<file path="src/design/rv_isa_pkg.sv">
`default_nettype none

package rv_isa_pkg;

  localparam int XLEN     = 32;
  localparam int OPCODE_W = 7;

  // pc or branch target
  typedef logic [XLEN-1:0] xlen_t;

  // major opcode, inst[6:0]
  typedef logic [OPCODE_W-1:0] opcode_t;

  // fall-through step, no compressed instructions
  localparam xlen_t INST_BYTES = 32'd4;

  // conditional branches: beq bne blt bge bltu bgeu
  localparam opcode_t OP_BRANCH = 7'b1100011;

endpackage

`default_nettype wire

</file>
<file path="src/design/bp_geom_pkg.sv">
`default_nettype none

package bp_geom_pkg;

  // table sizes
  localparam int DIR_ENTRIES = 256;
  localparam int BTB_ENTRIES = 64;

  localparam int IDX_LSB     = 2;                     // word aligned pc
  localparam int DIR_IDX_W   = $clog2(DIR_ENTRIES);   // pc[9:2]
  localparam int BTB_IDX_W   = $clog2(BTB_ENTRIES);   // pc[7:2]
  localparam int BTB_TAG_W   = 8;
  localparam int BTB_TAG_LSB = IDX_LSB + BTB_IDX_W;   // pc[15:8]

  typedef logic [DIR_IDX_W-1:0] dir_idx_t;
  typedef logic [BTB_IDX_W-1:0] btb_idx_t;
  typedef logic [BTB_TAG_W-1:0] btb_tag_t;

  // 2-bit saturating counter
  typedef logic [1:0] ctr_t;

  localparam int   CTR_MSB = 1;                       // set means predict taken
  localparam ctr_t CTR_SNT = 2'b00;                   // reset value
  localparam ctr_t CTR_WNT = 2'b01;
  localparam ctr_t CTR_WT  = 2'b10;
  localparam ctr_t CTR_ST  = 2'b11;

  // training handshake FSM
  typedef enum logic [1:0] {
    UPD_IDLE,
    UPD_WRITE,
    UPD_HOLD
  } upd_state_t;

endpackage

`default_nettype wire
</file>
<file path="src/design/branch_predictor.sv">
`timescale 1ns/1ps
`default_nettype none

module branch_predictor
  import rv_isa_pkg::*;
  import bp_geom_pkg::*;
(
  input  wire     clk,
  input  wire     rst,
  // decode
  input  xlen_t   pc_d,
  input  opcode_t op_d,
  // execute
  input  xlen_t   pc_e,
  input  wire     branch_e,
  input  wire     taken_e,
  input  xlen_t   target_e,
  input  wire     upd_req,
  // outputs
  output logic    pred_taken_d,
  output xlen_t   pred_pc_d,
  output logic    flush_d,
  output logic    flush_e,
  output xlen_t   redirect_pc,
  output logic    upd_ack
);

  ctr_t     ctr_d;
  ctr_t     ctr_e;
  logic     dir_we;
  dir_idx_t dir_idx_w;
  ctr_t     dir_wdata;

  logic     hit_d;
  xlen_t    tgt_d;
  logic     hit_e;
  logic     btb_we;
  xlen_t    btb_pc_w;
  xlen_t    btb_tgt_w;

  direction_table i_dir (
    .clk     (clk),
    .rst     (rst),
    .rd_pc_d (pc_d),
    .rd_pc_e (pc_e),
    .we      (dir_we),
    .idx_w   (dir_idx_w),
    .wdata   (dir_wdata),
    .ctr_d   (ctr_d),
    .ctr_e   (ctr_e)
  );

  target_buffer i_btb (
    .clk     (clk),
    .rst     (rst),
    .rd_pc_d (pc_d),
    .rd_pc_e (pc_e),
    .we      (btb_we),
    .pc_w    (btb_pc_w),
    .tgt_w   (btb_tgt_w),
    .hit_d   (hit_d),
    .tgt_d   (tgt_d),
    .hit_e   (hit_e)
  );

  branch_resolver i_res (
    .clk          (clk),
    .rst          (rst),
    .op_d         (op_d),
    .pc_d         (pc_d),
    .ctr_d        (ctr_d),
    .hit_d        (hit_d),
    .tgt_d        (tgt_d),
    .pc_e         (pc_e),
    .ctr_e        (ctr_e),
    .hit_e        (hit_e),
    .branch_e     (branch_e),
    .taken_e      (taken_e),
    .target_e     (target_e),
    .upd_req      (upd_req),
    .pred_taken_d (pred_taken_d),
    .pred_pc_d    (pred_pc_d),
    .flush_d      (flush_d),
    .flush_e      (flush_e),
    .redirect_pc  (redirect_pc),
    .upd_ack      (upd_ack),
    .dir_we       (dir_we),
    .dir_idx_w    (dir_idx_w),
    .dir_wdata    (dir_wdata),
    .btb_we       (btb_we),
    .btb_pc_w     (btb_pc_w),
    .btb_tgt_w    (btb_tgt_w)
  );

endmodule

`default_nettype wire

</file>
<file path="src/design/branch_resolver.sv">
`timescale 1ns/1ps
`default_nettype none

module branch_resolver
  import rv_isa_pkg::*;
  import bp_geom_pkg::*;
(
  input  wire      clk,
  input  wire      rst,
  // decode side
  input  opcode_t  op_d,
  input  xlen_t    pc_d,
  input  ctr_t     ctr_d,
  input  wire      hit_d,
  input  xlen_t    tgt_d,
  // execute side
  input  xlen_t    pc_e,
  input  ctr_t     ctr_e,
  input  wire      hit_e,
  input  wire      branch_e,
  input  wire      taken_e,
  input  xlen_t    target_e,
  input  wire      upd_req,
  // pipeline control
  output logic     pred_taken_d,
  output xlen_t    pred_pc_d,
  output logic     flush_d,
  output logic     flush_e,
  output xlen_t    redirect_pc,
  output logic     upd_ack,
  // table writes
  output logic     dir_we,
  output dir_idx_t dir_idx_w,
  output ctr_t     dir_wdata,
  output logic     btb_we,
  output xlen_t    btb_pc_w,
  output xlen_t    btb_tgt_w
);

  upd_state_t state;
  upd_state_t state_next;

  logic pred_e;       // prediction recomputed at pc_e
  logic actual_e;
  logic mispredict;

  // decode prediction, needs counter and a btb hit
  assign pred_taken_d = (op_d == OP_BRANCH) && ctr_d[CTR_MSB] && hit_d;
  assign pred_pc_d    = pred_taken_d ? tgt_d : pc_d + INST_BYTES;

  // execute check
  assign pred_e     = branch_e && ctr_e[CTR_MSB] && hit_e;
  assign actual_e   = branch_e && taken_e;
  assign mispredict = pred_e != actual_e;

  // only meaningful in the first request cycle
  assign flush_d     = (state == UPD_IDLE) && upd_req && mispredict;
  assign flush_e     = flush_d;
  assign redirect_pc = actual_e ? target_e : pc_e + INST_BYTES;

  always_comb begin
    state_next = state;
    case (state)
      UPD_IDLE:  if (upd_req) state_next = UPD_WRITE;
      UPD_WRITE: state_next = UPD_HOLD;   // single write cycle
      UPD_HOLD:  if (!upd_req) state_next = UPD_IDLE;
      default:   state_next = UPD_IDLE;
    endcase
  end

  always_ff @(posedge clk) begin
    if (rst) begin
      state   <= UPD_IDLE;
      upd_ack <= 1'b0;
    end else begin
      state   <= state_next;
      upd_ack <= (state_next == UPD_HOLD);  // high for all of HOLD
    end
  end

  // saturating counter step
  always_comb begin
    case (ctr_e)
      CTR_SNT: dir_wdata = taken_e ? CTR_WNT : CTR_SNT;
      CTR_WNT: dir_wdata = taken_e ? CTR_WT  : CTR_SNT;
      CTR_WT:  dir_wdata = taken_e ? CTR_ST  : CTR_WNT;
      default: dir_wdata = taken_e ? CTR_ST  : CTR_WT;
    endcase
  end

  // requester holds pc_e and outcome stable through WRITE
  assign dir_we    = (state == UPD_WRITE) && branch_e;
  assign dir_idx_w = pc_e[IDX_LSB +: DIR_IDX_W];

  assign btb_we    = (state == UPD_WRITE) && actual_e;  // install taken only
  assign btb_pc_w  = pc_e;
  assign btb_tgt_w = target_e;

endmodule

`default_nettype wire

</file>
<file path="src/design/target_buffer.sv">
`timescale 1ns/1ps
`default_nettype none

module target_buffer
  import rv_isa_pkg::*;
  import bp_geom_pkg::*;
(
  input  wire   clk,
  input  wire   rst,
  input  xlen_t rd_pc_d,
  input  xlen_t rd_pc_e,
  input  wire   we,
  input  xlen_t pc_w,     // branch being installed
  input  xlen_t tgt_w,
  output logic  hit_d,
  output xlen_t tgt_d,
  output logic  hit_e
);

  logic     valid_mem [BTB_ENTRIES];
  btb_tag_t tag_mem   [BTB_ENTRIES];
  xlen_t    tgt_mem   [BTB_ENTRIES];

  btb_idx_t idx_d;
  btb_idx_t idx_e;
  btb_idx_t idx_w;
  btb_tag_t tag_d;
  btb_tag_t tag_e;
  btb_tag_t tag_w;

  // index from pc[7:2], tag from pc[15:8]
  assign idx_d = rd_pc_d[IDX_LSB +: BTB_IDX_W];
  assign idx_e = rd_pc_e[IDX_LSB +: BTB_IDX_W];
  assign idx_w = pc_w[IDX_LSB +: BTB_IDX_W];

  assign tag_d = rd_pc_d[BTB_TAG_LSB +: BTB_TAG_W];
  assign tag_e = rd_pc_e[BTB_TAG_LSB +: BTB_TAG_W];
  assign tag_w = pc_w[BTB_TAG_LSB +: BTB_TAG_W];

  // decode port returns a target, execute port only needs the hit
  assign hit_d = valid_mem[idx_d] && (tag_mem[idx_d] == tag_d);
  assign tgt_d = tgt_mem[idx_d];
  assign hit_e = valid_mem[idx_e] && (tag_mem[idx_e] == tag_e);

  always_ff @(posedge clk) begin
    if (rst) begin
      for (int i = 0; i < BTB_ENTRIES; i++) begin
        valid_mem[i] <= 1'b0;
      end
    end else if (we) begin
      valid_mem[idx_w] <= 1'b1;
    end
  end

  // tag and target ride along with the valid bit
  always_ff @(posedge clk) begin
    if (we) begin
      tag_mem[idx_w] <= tag_w;  // replaces any alias
      tgt_mem[idx_w] <= tgt_w;
    end
  end

endmodule

`default_nettype wire

</file>
<file path="src/design/direction_table.sv">
`timescale 1ns/1ps
`default_nettype none

module direction_table
  import rv_isa_pkg::*;
  import bp_geom_pkg::*;
(
  input  wire      clk,
  input  wire      rst,
  input  xlen_t    rd_pc_d,   // decode lookup
  input  xlen_t    rd_pc_e,   // execute recheck
  input  wire      we,
  input  dir_idx_t idx_w,
  input  ctr_t     wdata,
  output ctr_t     ctr_d,
  output ctr_t     ctr_e
);

  ctr_t     ctr_mem [DIR_ENTRIES];

  dir_idx_t idx_d;
  dir_idx_t idx_e;

  assign idx_d = rd_pc_d[IDX_LSB +: DIR_IDX_W];
  assign idx_e = rd_pc_e[IDX_LSB +: DIR_IDX_W];

  // both read ports are combinational
  assign ctr_d = ctr_mem[idx_d];
  assign ctr_e = ctr_mem[idx_e];

  // whole array back to strongly not taken in one cycle
  always_ff @(posedge clk) begin
    if (rst) begin
      for (int i = 0; i < DIR_ENTRIES; i++) begin
        ctr_mem[i] <= CTR_SNT;
      end
    end else if (we) begin
      ctr_mem[idx_w] <= wdata;  // new value comes from resolver
    end
  end

endmodule

`default_nettype wire

</file>
<file path="config.mk">
export PLATFORM = sky130hd
export DESIGN_NAME = branch_predictor
export DESIGN_NICKNAME = d
export VERILOG_FILES = /design/src/design/rv_isa_pkg.sv /design/src/design/bp_geom_pkg.sv /design/src/design/branch_predictor.sv /design/src/design/branch_resolver.sv /design/src/design/target_buffer.sv /design/src/design/direction_table.sv
export SDC_FILE = /design/constraint.sdc
export NUM_CORES = 2
export LEC_CHECK = 0
export BUFFER_PORTS_ARGS = -buffer_cell sky130_fd_sc_hd__clkbuf_2
export CAP_MARGIN = 15
export CORE_ASPECT_RATIO = 1.2
export CORE_MARGIN = 4
export CORE_UTILIZATION = 41
export DETAILED_ROUTE_END_ITERATION = 10
export GPL_TIMING_DRIVEN = 0
export PLACE_DENSITY = 0.61
export SKIP_CTS_REPAIR_TIMING = 1
export SYNTH_ARGS = -nofsm -noshare
export SYNTH_HDL_FRONTEND = slang
export SYNTH_SLANG_ARGS = --single-unit
</file>
<file path="constraint.sdc">
create_clock -name clk -period 5 [get_ports clk]
set_clock_uncertainty 0.15 [all_clocks]
set_input_delay 0 -clock clk [delete_from_list [all_inputs] [get_ports clk]]
set_output_delay 0 -clock clk [all_outputs]
set_load 0.03 [all_outputs]
</file>
==> metrics.md <==
| Metric | Value |
|---|---|
| Outcome | finished, violations left |
| Failing checks | negative hold slack, negative setup slack |
| Initial antenna violation count | 44 |
| CTS tree | yes |
| Initial Util | around two fifths |
| Synth Warn # | 0 |
| Core area | ~320,000 um^2 |
| Fin area | 158,000 um^2 |
| Clock power frac | between 40% and 50% |
| Share of layout cells above drive strength 1 | ~30% |
| First DRT Iteration DRCs | approximately 13k |
| Seq cells post-synth | ~3.1k |
| Switching share of power | ~24% |
| Leakage power | around 51 nW |
| Final worst setup slack | -0.264 ns |
| Post-synth top area share | 68.9% |
| Vias | roughly 81k |
| Post-synth EDFFs | between 3k and 4k |
| Number of global-route vias before repair | ~79k |
| Worst Hold Slack | -0.0183 ns |
| # H-tree levels | 5 |
| Largest net degree at the start of global routing | 72 |
| Clock Latency Late Sink | approximately 0.94 ns |
| Min-delay worst type | input pin to register |
| CTS root buf | clkbuf_16 |
| Drt pass-1 iters | 7 |
| Total internal power | 44.3 mW |
| DRC | 0 |
| Num CTS Buffers | 324 |
| Worst-path maximum fanout | 21 |
| Nets | approximately 8k |
| Die H | around 630 um |
| First-pass GRT wire length | 706,000 um |
| I/O pin cnt | 176 |
| Critical Path Source Type | input pin |
| Placer Congestion | roughly 1 |
| CTS max path bufs | 4 |
| Dpl cell area | between 100,000 and 150,000 um^2 |
| Final ANT Viol Nets | 0 |
| FILL cells | around 27k |
| Clock-pin slew on the worst setup and hold paths | around 0.070 ns |
| Worst rel slew slack | about 7.0% |
| RSZ-0062 raised after global routing | true |
| Buffers added on ports | ~170 |
| Logic gate share of total power | just under 9% |
| Achievable frequency | 0.190 GHz |
| Sequential element share of the synthesized area | 69.9% |
| Final period util | 105% |
| Minimum clock period | ~5.3 ns |
| FP Rows | around 230 |
| Avg Vias per Cell | between 6 and 7 |
| Part of the power in registers | 49.8% |
| Clk sinks | ~3.1k |
| Detailed placement HPWL | roughly 380,000 um |
| Syn Inst Count | 7,077 |
| All-Layer GR Usage | 31.5% |
| Pwr dens | ~370 nW/um^2 |
| Die ar. | ~340,000 um^2 |
| Ys async rst share | 0% |
| TNS Setup | -33.03 ns |
| Netlist Area Pre-Place | between 100,000 and 150,000 um^2 |
| DRT Wirelength | around 530,000 um |
| Max Cap Viol | 0 |
| Peak supply drop | approximately 0.00029 V |
| Mapped Nets | a little over 7k |
| Hold Vio Cnt, Final | 1 |
| Worst Path Arrival | between 5 and 6 ns |
| Setup crit end kind | register |
| Post-synth top area cell | edfxtp_1 |
| Top post-synthesis cells by area | edfxtp_1, mux4_2, mux2i_1, nor2_1, dfxtp_1 |
| Synth cell types | 80 |
| Multi-input gate area | roughly 39,000 um^2 |
| Reg area | between 90,000 and 100,000 um^2 |
| Die X | 530 um |
| Sw power | roughly 14 mW |
| Wire per inst | roughly 43 um |
| Synth Area per Inst | 18.9 um^2 |
| Max-slew violations | 0 |
| Slew at the pin closest to its max-slew limit | 1.40 ns |
| Worst slack, placed | -2.78 ns |
| Grt ovf | 0 |
| Critical path class | input pin to register |
| Setup violations, final | between 300 and 400 |
| Top FF cell, synth | edfxtp_1 |
| Synthesis-to-finish area growth | 17.9% |
| Data required, critical path | 5.49 ns |
-- power by group through the flow --
stage / clock network [mW] / registers (mW) / logic, mW
6_report: 24.1 / 29.1 / 5.21
5_1_grt: 25.3 / 29.1 / 5.22
4_1_cts: 24.2 / 29.1 / 4.83
3_5_place_dp: 0 / 29.6 / 4.83
3_3_place_gp: 0 / 29.7 / 4.66
2_1_floorplan: 0 / 29.6 / 2.37
-- layer usage --
metal | GRT usage [%] | part of all wire, %
met1 | 36.4 | 33
met4 | 25.4 | 10
met5 | 0 | 0.018
met2 | 49.3 | 46
met3 | 8.70 | 11
-- registers in the layout, summed over array words and instances, names as in the netlist --
signal,count
i_btb.tag_mem,512
i_btb.tgt_mem,2048
i_btb.valid_mem,64
i_dir.ctr_mem,512
i_res.state,2
i_res.upd_ack,1
-- per-stage QoR --
step                utilization (%)  std cells  power (mW)
finish                         48.6      12472        58.4
global route                   48.6      12452        59.6
global placement               43.2      11517        34.3
floorplan                         -       7077        32.0
detailed placement             44.6      11729        34.5
CTS                            47.8      12320        58.1
-- worst paths after layout --
kind	slack, ns	cells after the start	to	from
max	-0.26	12	i_btb.tgt_mem[15][20]$_DFFE_PP_	pc_e[4]
min	-0.02	4	i_res.state[0]$_SDFF_PP0_	upd_req
max reg2reg	-0.05	12	i_dir.ctr_mem[240][0]$_SDFFCE_PN0P_	i_dir.ctr_mem[248][1]$_SDFFCE_PN0P_
min reg2reg	0.34	2	i_btb.valid_mem[13]$_DFF_P_	i_btb.valid_mem[13]$_DFF_P_
-- logic make-up (layout without fill, tap and decap cells) --
kind of cell             after synthesis  in the layout  synth area share [%]
AND/OR/NAND/NOR                     1574           1574                  5.36
buffers and inverters                517           1603                  1.82
multiplexers                        1365           1365                  20.3
adder cells (fa/ha/maj)                5              5                0.0467
XOR/XNOR                              70             70                 0.458
AO/OA/AOI/OAI                        407            407                  2.13
flip-flops                          3139           3139                  69.9
other                                  0             36                     0
-- Yosys cell counts, drive strengths merged (15+ instances only) --
master,count
and3,18
mux2i,254
a22oi,58
nand2b,198
mux2,46
edfxtp,3072
nand3,83
mux4,1065
o21bai,34
buf,266
xor2,32
a21o,37
nor2b,23
nand2,340
nor3,157
clkbuf,238
xnor2,38
dfxtp,67
nor4,16
a221oi,17
a22o,15
nor2,650
nand4,23
a21oi,48
o22ai,59
o21ai,48
-- area by class of cell --
type | count | share of cell area (%)
timing repair buffer | 496 | 3.96
sequential | 3139 | 59.3
clock buffer | 412 | 5.52
clock inverter | 179 | 1.00
inverter | 13 | 0.0380
multi-input combinational | 3421 | 24.6
tap | 4273 | 3.39
buffer | 503 | 2.18
antenna | 36 | 0.0571
-- critical path, cell delays in order --
cell and delay (ns):
clkbuf_2 0.33, clkbuf_4 0.34, buf_4 0.37, buf_6 0.38, buf_8 0.37, buf_6 0.32
buf_4 0.42, clkbuf_1 0.54, nand4_1 1.03, nor2_4 1.04, buf_16 0.25, buf_12 0.21
-- placed cells by master, fill, tap and decap left out, types with 17 or more instances in the layout --
cell | synthesis | final
o22ai_1 | 59 | 57
nand3_1 | 83 | 81
diode_2 | 0 | 36
xnor2_1 | 38 | 37
o21bai_1 | 34 | 34
buf_12 | 1 | 166
nor3_1 | 157 | 153
buf_4 | 27 | 65
buf_6 | 22 | 79
buf_16 | 0 | 26
nor2_1 | 650 | 576
clkinv_2 | 0 | 55
nand4_1 | 23 | 23
nor2_4 | 0 | 68
nand2_1 | 340 | 338
mux2_4 | 30 | 30
mux4_2 | 1063 | 1065
clkbuf_2 | 0 | 212
bufinv_16 | 0 | 24
buf_2 | 164 | 95
o21ai_0 | 46 | 45
dfxtp_1 | 67 | 67
clkbuf_1 | 238 | 232
clkbuf_16 | 0 | 336
dlygate4sd3_1 | 0 | 53
clkbuf_4 | 0 | 49
nand2b_1 | 197 | 196
xor2_1 | 32 | 32
a21oi_1 | 48 | 47
and3_1 | 18 | 18
a21o_1 | 37 | 37
edfxtp_1 | 3072 | 3072
mux2i_1 | 254 | 244
a22oi_1 | 58 | 57
clkinv_1 | 1 | 68
buf_8 | 1 | 73
buf_1 | 51 | 17
Power figures use the tool's default switching activity.
